### config.mk
export PLATFORM = sky130hd
export DESIGN_NAME = fedp_top
export DESIGN_NICKNAME = d
export VERILOG_FILES = /design/src/verilog/fedp_pkg.sv /design/src/verilog/fedp_accum.sv /design/src/verilog/fedp_mul.sv /design/src/verilog/fedp_reduce.sv /design/src/verilog/fedp_top.sv /design/src/verilog/fedp_unpack.sv /design/src/verilog/fp32_add.sv
export SDC_FILE = /design/constraint.sdc
export NUM_CORES = 2
export LEC_CHECK = 0
export ABC_CLOCK_PERIOD_IN_PS = 17250
export BUFFER_PORTS_ARGS = -buffer_cell sky130_fd_sc_hd__buf_2
export CORE_UTILIZATION = 55
export DETAILED_ROUTE_END_ITERATION = 8
export PLACE_DENSITY = 0.82
export SYNTH_ARGS = -nofsm -noshare
export SYNTH_HDL_FRONTEND = slang
export SYNTH_SLANG_ARGS = --single-unit
### constraint.sdc
create_clock -name clk -period 17.25 [get_ports clk]
set_input_delay 1.725 -clock clk [delete_from_list [all_inputs] [get_ports clk]]
set_output_delay 1.725 -clock clk [all_outputs]
set_load 0.05 [all_outputs]
### src/verilog/fedp_pkg.sv
`default_nettype none

package fedp_pkg;

    // operand geometry
    localparam int N_WORDS = 2;                  // 32-bit words per operand vector
    localparam int LANES   = 2 * N_WORDS;        // 16-bit elements per vector
    localparam int LEVELS  = 2;                  // adder tree depth for four lanes

    // pipeline latencies, in enabled cycles
    localparam int MUL_LAT   = 1;
    localparam int ADD_LAT   = 1;
    localparam int C_DELAY   = MUL_LAT + LEVELS * ADD_LAT;   // c_val meets tree_sum
    localparam int TOTAL_LAT = C_DELAY + ADD_LAT;            // input edge to d_val

    // element format select
    localparam logic FMT_FP16 = 1'b0;
    localparam logic FMT_BF16 = 1'b1;

    // one 16-bit element, read either as half or as brain float
    // sign sits in bit 15 for both
    typedef union packed {
        struct packed {
            logic       sign;
            logic [4:0] exp;     // bias 15
            logic [9:0] frac;
        } fp16;
        struct packed {
            logic       sign;
            logic [7:0] exp;     // bias 127, same range as fp32
            logic [6:0] frac;
        } bf16;
    } elem_u;

endpackage

`default_nettype wire

### src/verilog/fedp_accum.sv
`timescale 1ns/1ps
`default_nettype none

module fedp_accum (
    input  logic        clk,
    input  logic        arst_n,
    input  logic        enable,
    input  logic [31:0] c_val,
    input  logic [31:0] tree_sum,
    output logic [31:0] d_val
);

    // c_val delay line, stage 0 is loaded on the input edge
    logic [31:0] c_pipe [fedp_pkg::C_DELAY];

    always_ff @(posedge clk or negedge arst_n) begin
        if (!arst_n) begin
            for (int i = 0; i < fedp_pkg::C_DELAY; i++) begin
                c_pipe[i] <= 32'd0;
            end
        end else if (enable) begin
            c_pipe[0] <= c_val;
            for (int i = 1; i < fedp_pkg::C_DELAY; i++) begin
                c_pipe[i] <= c_pipe[i-1];
            end
        end
    end

    fp32_add u_final (
        .clk    (clk),
        .arst_n (arst_n),
        .enable (enable),
        .a      (c_pipe[fedp_pkg::C_DELAY-1]),   // c first, then the tree
        .b      (tree_sum),
        .y      (d_val)
    );

endmodule

`default_nettype wire

### src/verilog/fedp_mul.sv
`timescale 1ns/1ps
`default_nettype none

module fedp_mul (
    input  logic        clk,
    input  logic        arst_n,
    input  logic        enable,
    input  logic        a_sign,
    input  logic        b_sign,
    input  logic [8:0]  a_exp,
    input  logic [8:0]  b_exp,
    input  logic [10:0] a_sig,
    input  logic [10:0] b_sig,
    output logic [31:0] prod
);

    logic [21:0]        sig_p;   // 1.x * 1.x, msb at bit 21 or 20
    logic signed [10:0] exp_sum;
    logic signed [10:0] exp_b;   // biased fp32 exponent
    logic [22:0]        frac;
    logic               sign_p;
    logic [31:0]        prod_d;

    assign sig_p   = a_sig * b_sig;
    assign sign_p  = a_sign ^ b_sign;
    assign exp_sum = $signed({{2{a_exp[8]}}, a_exp}) + $signed({{2{b_exp[8]}}, b_exp});

    always_comb begin
        // at most one bit of normalization, all product bits fit in 23
        if (sig_p[21]) begin
            frac  = {sig_p[20:0], 2'b00};
            exp_b = exp_sum + 11'sd128;
        end else begin
            frac  = {sig_p[19:0], 3'b000};
            exp_b = exp_sum + 11'sd127;
        end

        if (sig_p == 22'd0) begin
            prod_d = 32'd0;                            // zero operand
        end else if (exp_b >= 11'sd255) begin
            prod_d = {sign_p, 8'hfe, 23'h7fffff};      // clamp to max finite
        end else if (exp_b <= 11'sd0) begin
            prod_d = 32'd0;                            // below fp32 normal range
        end else begin
            prod_d = {sign_p, exp_b[7:0], frac};
        end
    end

    always_ff @(posedge clk or negedge arst_n) begin
        if (!arst_n) begin
            prod <= 32'd0;
        end else if (enable) begin
            prod <= prod_d;
        end
    end

endmodule

`default_nettype wire

### src/verilog/fedp_reduce.sv
`timescale 1ns/1ps
`default_nettype none

module fedp_reduce (
    input  logic                       clk,
    input  logic                       arst_n,
    input  logic                       enable,
    input  logic [fedp_pkg::LANES-1:0] a_sign,
    input  logic [fedp_pkg::LANES-1:0] b_sign,
    input  logic [8:0]                 a_exp [fedp_pkg::LANES],
    input  logic [8:0]                 b_exp [fedp_pkg::LANES],
    input  logic [10:0]                a_sig [fedp_pkg::LANES],
    input  logic [10:0]                b_sig [fedp_pkg::LANES],
    output logic [31:0]                tree_sum
);

    logic [31:0] prod     [fedp_pkg::LANES];
    logic [31:0] pair_sum [fedp_pkg::LANES/2];

    for (genvar i = 0; i < fedp_pkg::LANES; i++) begin : g_lane
        fedp_mul u_mul (
            .clk    (clk),
            .arst_n (arst_n),
            .enable (enable),
            .a_sign (a_sign[i]),
            .b_sign (b_sign[i]),
            .a_exp  (a_exp[i]),
            .b_exp  (b_exp[i]),
            .a_sig  (a_sig[i]),
            .b_sig  (b_sig[i]),
            .prod   (prod[i])
        );
    end

    // first level, lanes (0,1) and (2,3)
    for (genvar i = 0; i < fedp_pkg::LANES / 2; i++) begin : g_pair
        fp32_add u_add (
            .clk    (clk),
            .arst_n (arst_n),
            .enable (enable),
            .a      (prod[2*i]),
            .b      (prod[2*i+1]),
            .y      (pair_sum[i])
        );
    end

    fp32_add u_root (
        .clk    (clk),
        .arst_n (arst_n),
        .enable (enable),
        .a      (pair_sum[0]),
        .b      (pair_sum[1]),
        .y      (tree_sum)
    );

endmodule

`default_nettype wire

### src/verilog/fedp_top.sv
`timescale 1ns/1ps
`default_nettype none

module fedp_top (
    input  logic                            clk,
    input  logic                            arst_n,
    input  logic                            enable,
    input  logic                            fmt,
    input  logic [fedp_pkg::N_WORDS*32-1:0] a_row,
    input  logic [fedp_pkg::N_WORDS*32-1:0] b_col,
    input  logic [31:0]                     c_val,
    output logic [31:0]                     d_val
);

    // decoded lanes, combinational from the ports
    logic [fedp_pkg::LANES-1:0] a_sign;
    logic [fedp_pkg::LANES-1:0] b_sign;
    logic [8:0]                 a_exp [fedp_pkg::LANES];
    logic [8:0]                 b_exp [fedp_pkg::LANES];
    logic [10:0]                a_sig [fedp_pkg::LANES];
    logic [10:0]                b_sig [fedp_pkg::LANES];
    logic [31:0]                tree_sum;

    fedp_unpack u_unpack (
        .fmt    (fmt),
        .a_row  (a_row),
        .b_col  (b_col),
        .a_sign (a_sign),
        .b_sign (b_sign),
        .a_exp  (a_exp),
        .b_exp  (b_exp),
        .a_sig  (a_sig),
        .b_sig  (b_sig)
    );

    fedp_reduce u_reduce (
        .clk      (clk),
        .arst_n   (arst_n),
        .enable   (enable),
        .a_sign   (a_sign),
        .b_sign   (b_sign),
        .a_exp    (a_exp),
        .b_exp    (b_exp),
        .a_sig    (a_sig),
        .b_sig    (b_sig),
        .tree_sum (tree_sum)
    );

    fedp_accum u_accum (
        .clk      (clk),
        .arst_n   (arst_n),
        .enable   (enable),
        .c_val    (c_val),
        .tree_sum (tree_sum),
        .d_val    (d_val)
    );

endmodule

`default_nettype wire

### src/verilog/fedp_unpack.sv
`timescale 1ns/1ps
`default_nettype none

module fedp_unpack (
    input  logic                              fmt,
    input  logic [fedp_pkg::N_WORDS*32-1:0]   a_row,
    input  logic [fedp_pkg::N_WORDS*32-1:0]   b_col,
    output logic [fedp_pkg::LANES-1:0]        a_sign,
    output logic [fedp_pkg::LANES-1:0]        b_sign,
    output logic [8:0]                        a_exp [fedp_pkg::LANES],
    output logic [8:0]                        b_exp [fedp_pkg::LANES],
    output logic [10:0]                       a_sig [fedp_pkg::LANES],
    output logic [10:0]                       b_sig [fedp_pkg::LANES]
);

    // returns {sign, unbiased exp, significand with hidden bit}
    function automatic logic [20:0] decode(input fedp_pkg::elem_u e, input logic f);
        logic        sign;
        logic [8:0]  exp_u;
        logic [10:0] sig;
        logic        is_zero;
        sign    = 1'b0;
        exp_u   = 9'd0;
        sig     = 11'd0;
        is_zero = 1'b1;
        case (f)
            fedp_pkg::FMT_FP16: begin
                sign    = e.fp16.sign;
                is_zero = (e.fp16.exp == 5'd0);
                exp_u   = {4'b0000, e.fp16.exp} - 9'd15;
                sig     = {1'b1, e.fp16.frac};
            end
            fedp_pkg::FMT_BF16: begin
                sign    = e.bf16.sign;
                is_zero = (e.bf16.exp == 8'd0);
                exp_u   = {1'b0, e.bf16.exp} - 9'd127;
                sig     = {1'b1, e.bf16.frac, 3'b000};  // left align to the fp16 width
            end
            default: ;
        endcase
        // subnormals read as zero
        if (is_zero) begin
            exp_u = 9'd0;
            sig   = 11'd0;
        end
        return {sign, exp_u, sig};
    endfunction

    // lane 2w is the low half of word w, lane 2w+1 the high half
    for (genvar w = 0; w < fedp_pkg::N_WORDS; w++) begin : g_word
        for (genvar h = 0; h < 2; h++) begin : g_half
            localparam int L = 2 * w + h;
            assign {a_sign[L], a_exp[L], a_sig[L]} = decode(a_row[32*w + 16*h +: 16], fmt);
            assign {b_sign[L], b_exp[L], b_sig[L]} = decode(b_col[32*w + 16*h +: 16], fmt);
        end
    end

endmodule

`default_nettype wire

### src/verilog/fp32_add.sv
`timescale 1ns/1ps
`default_nettype none

module fp32_add (
    input  logic        clk,
    input  logic        arst_n,
    input  logic        enable,
    input  logic [31:0] a,
    input  logic [31:0] b,
    output logic [31:0] y
);

    logic              swap;
    logic [31:0]       big_w;
    logic [31:0]       sml_w;
    logic [7:0]        e_big;
    logic [23:0]       m_big;
    logic [23:0]       m_sml;
    logic [7:0]        e_diff;
    logic [4:0]        shamt;
    logic [50:0]       sml_sh;
    logic [26:0]       sml_al;   // 24 sig bits + guard, round, sticky
    logic [27:0]       sum;
    logic [4:0]        lz;
    logic [26:0]       norm;
    logic signed [9:0] exp_n;
    logic              rnd_up;
    logic [24:0]       mant;
    logic signed [9:0] exp_r;
    logic [22:0]       frac;
    logic [31:0]       y_d;

    function automatic logic [4:0] lzc27(input logic [26:0] v);
        logic [4:0] n;
        n = 5'd27;
        for (int i = 0; i < 27; i++) begin
            if (v[i]) begin
                n = 5'(26 - i);  // highest set bit wins
            end
        end
        return n;
    endfunction

    // order by magnitude so the subtract never goes negative
    assign swap  = b[30:0] > a[30:0];
    assign big_w = swap ? b : a;
    assign sml_w = swap ? a : b;

    assign e_big = big_w[30:23];
    assign m_big = (e_big == 8'd0) ? 24'd0 : {1'b1, big_w[22:0]};   // flush subnormal input
    assign m_sml = (sml_w[30:23] == 8'd0) ? 24'd0 : {1'b1, sml_w[22:0]};

    assign e_diff = e_big - sml_w[30:23];
    assign shamt  = (e_diff > 8'd27) ? 5'd27 : e_diff[4:0];

    // alignment, everything shifted past the round bit folds into sticky
    assign sml_sh = {m_sml, 27'd0} >> shamt;
    assign sml_al = {sml_sh[50:25], sml_sh[24] | (|sml_sh[23:0])};

    assign sum = (big_w[31] == sml_w[31]) ? {1'b0, m_big, 3'b000} + {1'b0, sml_al}
                                          : {1'b0, m_big, 3'b000} - {1'b0, sml_al};

    assign lz = lzc27(sum[26:0]);

    always_comb begin
        if (sum[27]) begin
            // carry out, shift right and keep sticky
            norm  = {sum[27:2], sum[1] | sum[0]};
            exp_n = $signed({2'b00, e_big}) + 10'sd1;
        end else begin
            norm  = sum[26:0] << lz;
            exp_n = $signed({2'b00, e_big}) - $signed({5'b00000, lz});
        end

        // round to nearest, ties to even
        rnd_up = norm[2] & (norm[1] | norm[0] | norm[3]);
        mant   = {1'b0, norm[26:3]} + {24'd0, rnd_up};
        exp_r  = mant[24] ? exp_n + 10'sd1 : exp_n;
        frac   = mant[24] ? mant[23:1] : mant[22:0];

        if (sum == 28'd0) begin
            y_d = 32'd0;                          // exact cancellation is +0
        end else if (exp_r >= 10'sd255) begin
            y_d = {big_w[31], 8'hff, 23'd0};      // overflow to inf
        end else if (exp_r <= 10'sd0) begin
            y_d = 32'd0;                          // ftz
        end else begin
            y_d = {big_w[31], exp_r[7:0], frac};
        end
    end

    always_ff @(posedge clk or negedge arst_n) begin
        if (!arst_n) begin
            y <= 32'd0;
        end else if (enable) begin
            y <= y_d;
        end
    end

endmodule

`default_nettype wire
# After elaboration in Yosys (flattened, before gate mapping)

Index checks and enable logic that the tools add are counted.

Register bits: 352
Latch bits: 0
RAM bits: 0
Bits in read-only memories: 0
Input bits: 164
Output and inout bits: 32
Memories: 0

Add/subtract/negate cells: 56
Multipliers: 4
Div/mod/pow operators: 0
Order comparisons: 24
Equality and inequality tests: 4
Shift-type cells: 8
Mux-type cells: 220
Bitwise gates (word level): 25
Reductions and logical operators: 36

Operator list:

| operator            | count |
|---|---|
| $mux 32             | 32 |
| $mux 5              | 104 |
| $shr 51x5->51       | 4 |
| $mux 24             | 8 |
| $mux 23             | 8 |
| $pmux 11 s2         | 8 |
| $pmux 9 s2          | 8 |
| $mux 11             | 12 |
| $logic_not 8->1     | 16 |
| $gt 31x31->1        | 4 |
| $add 27x27->28      | 4 |
| $logic_not 28->1    | 4 |
| $mux 28             | 4 |
| $sub 27x27->28      | 4 |
| $mux 27             | 4 |
| $shl 27x5->27       | 4 |
| $add 24x1->25       | 4 |
| $reduce_or 24->1    | 4 |
| $logic_not 22->1    | 4 |
| $mul 11x11->22      | 4 |
| $mux 10             | 8 |
| $mux 9              | 8 |
| $sub 8x7->9 const B | 8 |
| $sub 5x4->6 const B | 8 |
| other kinds (21)    | 101 |

# Logic depth before layout (Yosys ltp)

Depth after elaboration: 48
Mapped depth: 79
Mapped depth without buffers: 68

# Hierarchy

A second synthesis with hierarchy kept.

Cell total of the unflattened synthesis: 12,146
Area, all modules: 89,204.3 µm²

Modules (own cells, without submodules):

| module                               | instances | cells each | area an instance (µm²) | sequential area each (µm²) |
|---|---|---|---|---|
| fp32_add at u_accum.u_final          | 1         | 2,146      | 14,137.3               | 800.8 |
| fp32_add at u_reduce.g_pair[0].u_add | 1         | 2,054      | 13,887.1               | 800.8 |
| fp32_add at u_reduce.u_root          | 1         | 2,029      | 13,309.0               | 800.8 |
| fp32_add at u_reduce.g_pair[1].u_add | 1         | 2,011      | 13,295.3               | 800.8 |
| fedp_mul at u_reduce.g_lane[1].u_mul | 1         | 820        | 6,952.9                | 775.7 |
| fedp_mul at u_reduce.g_lane[0].u_mul | 1         | 754        | 6,652.6                | 775.7 |
| fedp_mul at u_reduce.g_lane[3].u_mul | 1         | 758        | 6,578.8                | 775.7 |
| fedp_mul at u_reduce.g_lane[2].u_mul | 1         | 768        | 6,568.8                | 775.7 |
| fedp_unpack                          | 1         | 603        | 4,057.6                | 0.0 |
| fedp_accum                           | 1         | 203        | 3,764.9                | 2,402.3 |

# Worst setup path before layout

OpenSTA, ideal clock, no wires.

Path type: register to register
Start point: register u_reduce.g_lane[2].u_mul.prod[25]
End point: register u_reduce.g_pair[1].u_add.y[12]
Library setup time: 0.142 ns
Arrival time: 14.973 ns
Data required time: 17.108 ns
Slack: 2.135 ns
Cell stages (with the launch flop): 77
Buffers on the path: 16
Period minus slack after synthesis: 15.115 ns
Cell sequence: dfrtp_1 > inv_1 > ha_1 > clkbuf_1 > nand4_1 > nor4_1 > nand4_1 > or2_2 > o211ai_1 > buf_4 > buf_2 > clkbuf_1 > buf_2 > buf_1 > clkbuf_1 > buf_1 > clkbuf_1 > mux2i_1 > [41 not listed] > clkbuf_1 > ha_1 > inv_1 > fa_1 > a21o_1 > a21oi_1 > o21ai_0 > nor3_1 > nor2b_1 > xnor2_1 > or2_2 > nor2_1 > inv_1 > nor4_1 > or3_1 > nor4b_2 > buf_2 > o32ai_1

Longest elaborated chain between the ends: 48
Elaborated cells between the ends (all ways): 63
Those cells by class: 7 x add/sub; 4 x order compare; 1 x eq/ne; 2 x shift; 40 x mux; 5 x bitwise; 4 x reduce/logical

RTL lines:

| what                              | line                           | text |
|---|---|---|
| from (decl)                       | fedp_mul.sv:14                 | `output logic [31:0] prod` |
| from (signal assigned)            | fedp_mul.sv:53                 | `prod <= prod_d;` |
| $gt 31x31->1                      | fp32_add.sv:45                 | `assign swap = b[30:0] > a[30:0];` |
| $mux 32, on equally long branches | fp32_add.sv:46, fp32_add.sv:47 |  |
| $sub 8x8->8                       | fp32_add.sv:53                 | `assign e_diff = e_big - sml_w[30:23];` |
| $gt 8x5->1                        | fp32_add.sv:54                 | `assign shamt = (e_diff > 8'd27) ? 5'd27 : e_diff[4:0];` |
| $mux 5                            | fp32_add.sv:54                 |  |
| $shr 51x5->51                     | fp32_add.sv:57                 | `assign sml_sh = {m_sml, 27'd0} >> shamt;` |
| $reduce_or 24->1                  | fp32_add.sv:58                 | `assign sml_al = {sml_sh[50:25], sml_sh[24] \| (\|sml_sh[23:0])};` |
| $or 1x1->1                        | fp32_add.sv:58                 |  |
| [31 not listed]                   | --                             |  |
| $or 1x1->1 (2 in series)          | fp32_add.sv:76                 | `rnd_up = norm[2] & (norm[1] \| norm[0] \| norm[3]);` |
| $and 1x1->1                       | fp32_add.sv:76                 |  |
| $add 24x1->25                     | fp32_add.sv:77                 | `mant = {1'b0, norm[26:3]} + {24'd0, rnd_up};` |
| $mux 10                           | fp32_add.sv:78                 | `exp_r = mant[24] ? exp_n + 10'sd1 : exp_n;` |
| $le 10x1->1                       | fp32_add.sv:85                 | `end else if (exp_r <= 10'sd0) begin` |
| $mux 32                           | fp32_add.sv:85                 |  |
| $mux 32                           | fp32_add.sv:83                 | `end else if (exp_r >= 10'sd255) begin` |
| $mux 32 *                         | fp32_add.sv:81                 | `if (sum == 28'd0) begin` |
| to (signal assigned)              | fp32_add.sv:96                 | `y <= y_d;` |
| to (decl)                         | fp32_add.sv:10                 | `output logic [31:0] y` |

Mark *: on every way between the ends. The rest lies on a longest branch, timed or not.
A chain may end at the register's enable or synchronous reset.

# Worst setup path in the final report

Start point: register u_accum.c_pipe[26] (netlist bit)
End point: register u_accum.u_final.y[4]

Longest elaborated chain between the ends: 48
Elaborated cells between the ends (all ways): 63
Those cells by class: 7 x add/sub; 4 x order compare; 1 x eq/ne; 2 x shift; 40 x mux; 5 x bitwise; 4 x reduce/logical

RTL lines:

| what                              | line                           | text |
|---|---|---|
| from (decl)                       | fedp_accum.sv:14               | `logic [31:0] c_pipe [fedp_pkg::C_DELAY];` |
| from (signal, indexed assignment) | fedp_accum.sv:24               | `c_pipe[i] <= c_pipe[i-1];` |
| $gt 31x31->1                      | fp32_add.sv:45                 |  |
| $mux 32, on equally long branches | fp32_add.sv:46, fp32_add.sv:47 |  |
| $sub 8x8->8                       | fp32_add.sv:53                 |  |
| $gt 8x5->1                        | fp32_add.sv:54                 |  |
| $mux 5                            | fp32_add.sv:54                 |  |
| $shr 51x5->51                     | fp32_add.sv:57                 |  |
| $reduce_or 24->1                  | fp32_add.sv:58                 |  |
| $or 1x1->1                        | fp32_add.sv:58                 |  |
| [31 not listed]                   | --                             |  |
| $or 1x1->1 (2 in series)          | fp32_add.sv:76                 |  |
| $and 1x1->1                       | fp32_add.sv:76                 |  |
| $add 24x1->25                     | fp32_add.sv:77                 |  |
| $mux 10                           | fp32_add.sv:78                 |  |
| $le 10x1->1                       | fp32_add.sv:85                 |  |
| $mux 32                           | fp32_add.sv:85                 |  |
| $mux 32                           | fp32_add.sv:83                 |  |
| $mux 32 *                         | fp32_add.sv:81                 |  |
| to (signal assigned)              | fp32_add.sv:96                 |  |
| to (decl)                         | fp32_add.sv:10                 |  |

Marked as above.

==> flow_summary.json <==
{
  "crit_top_cell": "ha_1",
  "tritoncts": "yes",
  "wl_um": 321200,
  "die_h_um": 384.0,
  "syn_inst": 11140,
  "grt_pass1_vias": 84800,
  "hpwl_um": 255700,
  "die_area_sq_um": 147500,
  "max_stage_delay_ps": 1190,
  "status": "finished clean",
  "wl_per_cell_um": 24.58,
  "layout_commonest_cell": "nand2_1",
  "routed_via_density": 6.818,
  "postRouteAntennaNets": 0,
  "drive_gt1_frac": 0.08984,
  "cp-start-kind": "flip-flop",
  "hold_viol_final": 0,
  "routabilityCongestion": 1.037,
  "cts_num_sinks": 348,
  "fin_crit_sh": 0.9415,
  "portBuffers": 195,
  "tightest_slew_ps": 1445,
  "grt-ovfl-total": 0,
  "required_ps": 17820,
  "syn_area_per_cell_sq_um": 7.205,
  "syn-num-nets": 12310,
  "rsz0062_at_grt": "no",
  "ys_seq_elements": 348,
  "setup_viol": 0,
  "path_delay_family": "simple AND/OR/NAND/NOR gates",
  "max_freq_mhz": 61.58,
  "place_inst": 12980,
  "slew_headroom": 0.02874,
  "layout-area-overhead-vs-synth_pct": 6.707,
  "async_flop_share": 1.000,
  "synthDistinctLibCells": 128,
  "io_pins": 196,
  "worstSetupPathType": "flip-flop to flip-flop",
  "clock_skew_ps": 38.41,
  "ys.flop_type": "dfrtp_1",
  "start_util": 0.5567,
  "dr.first_iter.drc_count": 10850,
  "post_cts_buffers": 0,
  "via_count": 89080,
  "slowest_stage": "o31ai_1",
  "cts-root-buf": "clkbuf_16",
  "min_period_ps": 16240,
  "fp.dieW_um": 384.0,
  "endpoint_kind": "flip-flop",
  "layout.nets": 12290,
  "insertion_delay_ps": 650,
  "cts_made_buffers": 43,
  "grt_max_degree": 92,
  "route.detailed.drc": 0,
  "clockBufferDepth": 3,
  "ys_seq_area_frac": 0.1085,
  "ys_warn_count": 0,
  "netlist_area_sq_um": 80260,
  "crit_path_max_fanout": 15,
  "firstDrtPassIters": 9,
  "htreeDepth": 2,
  "cts.clk_slew.worst_paths_ps": 70,
  "coreArea_sq_um": 144200,
  "drv_cap": 0,
  "hp-class": "flip-flop to flip-flop",
  "postCtsHoldBufs": 0,
  "cts_resized": 0,
  "cp_num_buf_inv": 6,
  "setup_tns_ps": 0,
  "fin_cells": 13070,
  "antenna_found_initial": 17,
  "grt_usage": 0.4205,
  "layout_common_cells": "1282 x nand2_1, 1053 x inv_1, 1003 x nor2_1",
  "grt_first_pass_wirelength_um": 493300,
  "rows": 139,
  "crit_arrival_ps": 16810,
  "synth_edf_count": 0,
  "final_max_slew_viol_count": 0
}
worst reg2reg max path, delay by kind of cell, from the launching register on:
| kind | cells | cell delay, ps |
|---|---|---|
| fa+ha+maj | 4 | 1460 |
| simple gates | 24 | 8180 |
| buf+inv | 6 | 1090 |
| compound gates | 15 | 5010 |
| flops | 1 | 420 |
state kept, by name, summed over array words and instances, names as in the netlist:
name	count
u_accum.u_final.y	32
u_reduce.g_lane.u_mul.prod	124
u_reduce.u_root.y	32
u_accum.c_pipe	96
u_reduce.g_pair.u_add.y	64
layout make-up:
type	instances	area, sq um
inverter	1067	4008
fill	13340	58530
multi-input combinational	9146	65530
sequential	348	8708
antenna	9	22.52
tap	1903	2381
clock buffer	53	1174
timing repair buffer	513	3452
clock inverter	26	366.6
metrics by stage:
stage	hold slack, ps	setup WS (ps)	area, sq um	utilization
2_1_floorplan	449.2	2135	80260	-
3_3_place_gp	468.8	1597	84080	0.5832
3_5_place_dp	471.4	1467	84080	0.5832
4_1_cts	490.4	1387	85620	0.5939
5_1_grt	503.2	126.3	85640	0.5940
6_report	486.9	1010	85640	0.5940
worst paths after layout:
kind | depth (start not counted) | endpoint | from | slack (ps)
setup / recovery | 49 | u_accum.u_final.y[4]$_DFFE_PN0P_ | u_accum.c_pipe[26]$_DFFE_PN0P_ | 1010
hold / removal | 1 | u_accum.u_final.y[10]$_DFFE_PN0P_ | u_accum.u_final.y[10]$_DFFE_PN0P_ | 490
setup reg to reg | 49 | u_accum.u_final.y[4]$_DFFE_PN0P_ | u_accum.c_pipe[26]$_DFFE_PN0P_ | 1010
hold reg to reg | 1 | u_accum.u_final.y[10]$_DFFE_PN0P_ | u_accum.u_final.y[10]$_DFFE_PN0P_ | 490
max in group asynchronous | 3 | u_reduce.g_lane[0].u_mul.prod[11]$_DFFE_PN0P_ | arst_n | 13990
min in group asynchronous | 1 | u_accum.c_pipe[8]$_DFFE_PN0P_ | arst_n | 1070
kinds of logic (layout without fill, tap and decap cells):
logic type | Yosys count | in the layout | synth area share
AOI/OAI and AO/OA | 3164 | 3164 | 0.2703
xor gates and xnor gates | 449 | 449 | 0.04900
adders and majority gates | 1009 | 1009 | 0.1883
buffers and inverters | 1645 | 1659 | 0.07870
DFF | 348 | 348 | 0.1085
muxes | 488 | 488 | 0.06655
other | 0 | 9 | 0
and+or+nand+nor | 4036 | 4036 | 0.2386
layer usage:
metal,GRT usage,share of wire,vias to the layer above
met2,0.6878,0.45,5293
met4,0.2526,0.071,8
li1,-,-,40230
met1,0.5155,0.38,42430
met3,0.07275,0.097,1114
met5,0,0.00014,-
Yosys cell counts, types with 46 or more instances:
| cell type | number | area share |
|---|---|---|
| a31oi_1 | 131 | 0.010 |
| a21o_1 | 180 | 0.017 |
| xor2_1 | 134 | 0.015 |
| mux2i_1 | 306 | 0.038 |
| o21bai_1 | 108 | 0.010 |
| o21ai_0 | 543 | 0.034 |
| nand4_1 | 138 | 0.011 |
| inv_1 | 1054 | 0.049 |
| or3_1 | 78 | 0.0061 |
| or2_2 | 87 | 0.0068 |
| or4_1 | 50 | 0.0047 |
| a21oi_1 | 737 | 0.046 |
| nor3_1 | 312 | 0.019 |
| clkbuf_1 | 442 | 0.021 |
| a211o_1 | 49 | 0.0053 |
| o22ai_1 | 112 | 0.0087 |
| nand2_1 | 1284 | 0.060 |
| xnor2_1 | 315 | 0.034 |
| o21a_1 | 80 | 0.0075 |
| and3_1 | 147 | 0.011 |
| nor2b_1 | 89 | 0.0069 |
| nand3_1 | 351 | 0.022 |
| buf_1 | 54 | 0.0025 |
| a22o_1 | 52 | 0.0057 |
| o31ai_1 | 65 | 0.0061 |
| a221oi_1 | 46 | 0.0050 |
| a22oi_1 | 53 | 0.0050 |
| o32ai_1 | 60 | 0.0065 |
| ha_1 | 676 | 0.11 |
| a211oi_1 | 168 | 0.016 |
| nor4_1 | 111 | 0.0087 |
| nor2_1 | 1009 | 0.047 |
| and2_1 | 113 | 0.0088 |
| o211ai_1 | 136 | 0.013 |
| dfrtp_1 | 348 | 0.11 |
| o221ai_1 | 111 | 0.012 |
| fa_1 | 332 | 0.083 |
| mux2_2 | 161 | 0.023 |
| o2bb2ai_1 | 49 | 0.0053 |
| buf_2 | 70 | 0.0044 |
| nand2b_1 | 104 | 0.0081 |
Power is left out: the tool's default activity adds up to more than one toggle a clock period on the data nets, which glitch-free logic cannot reach.
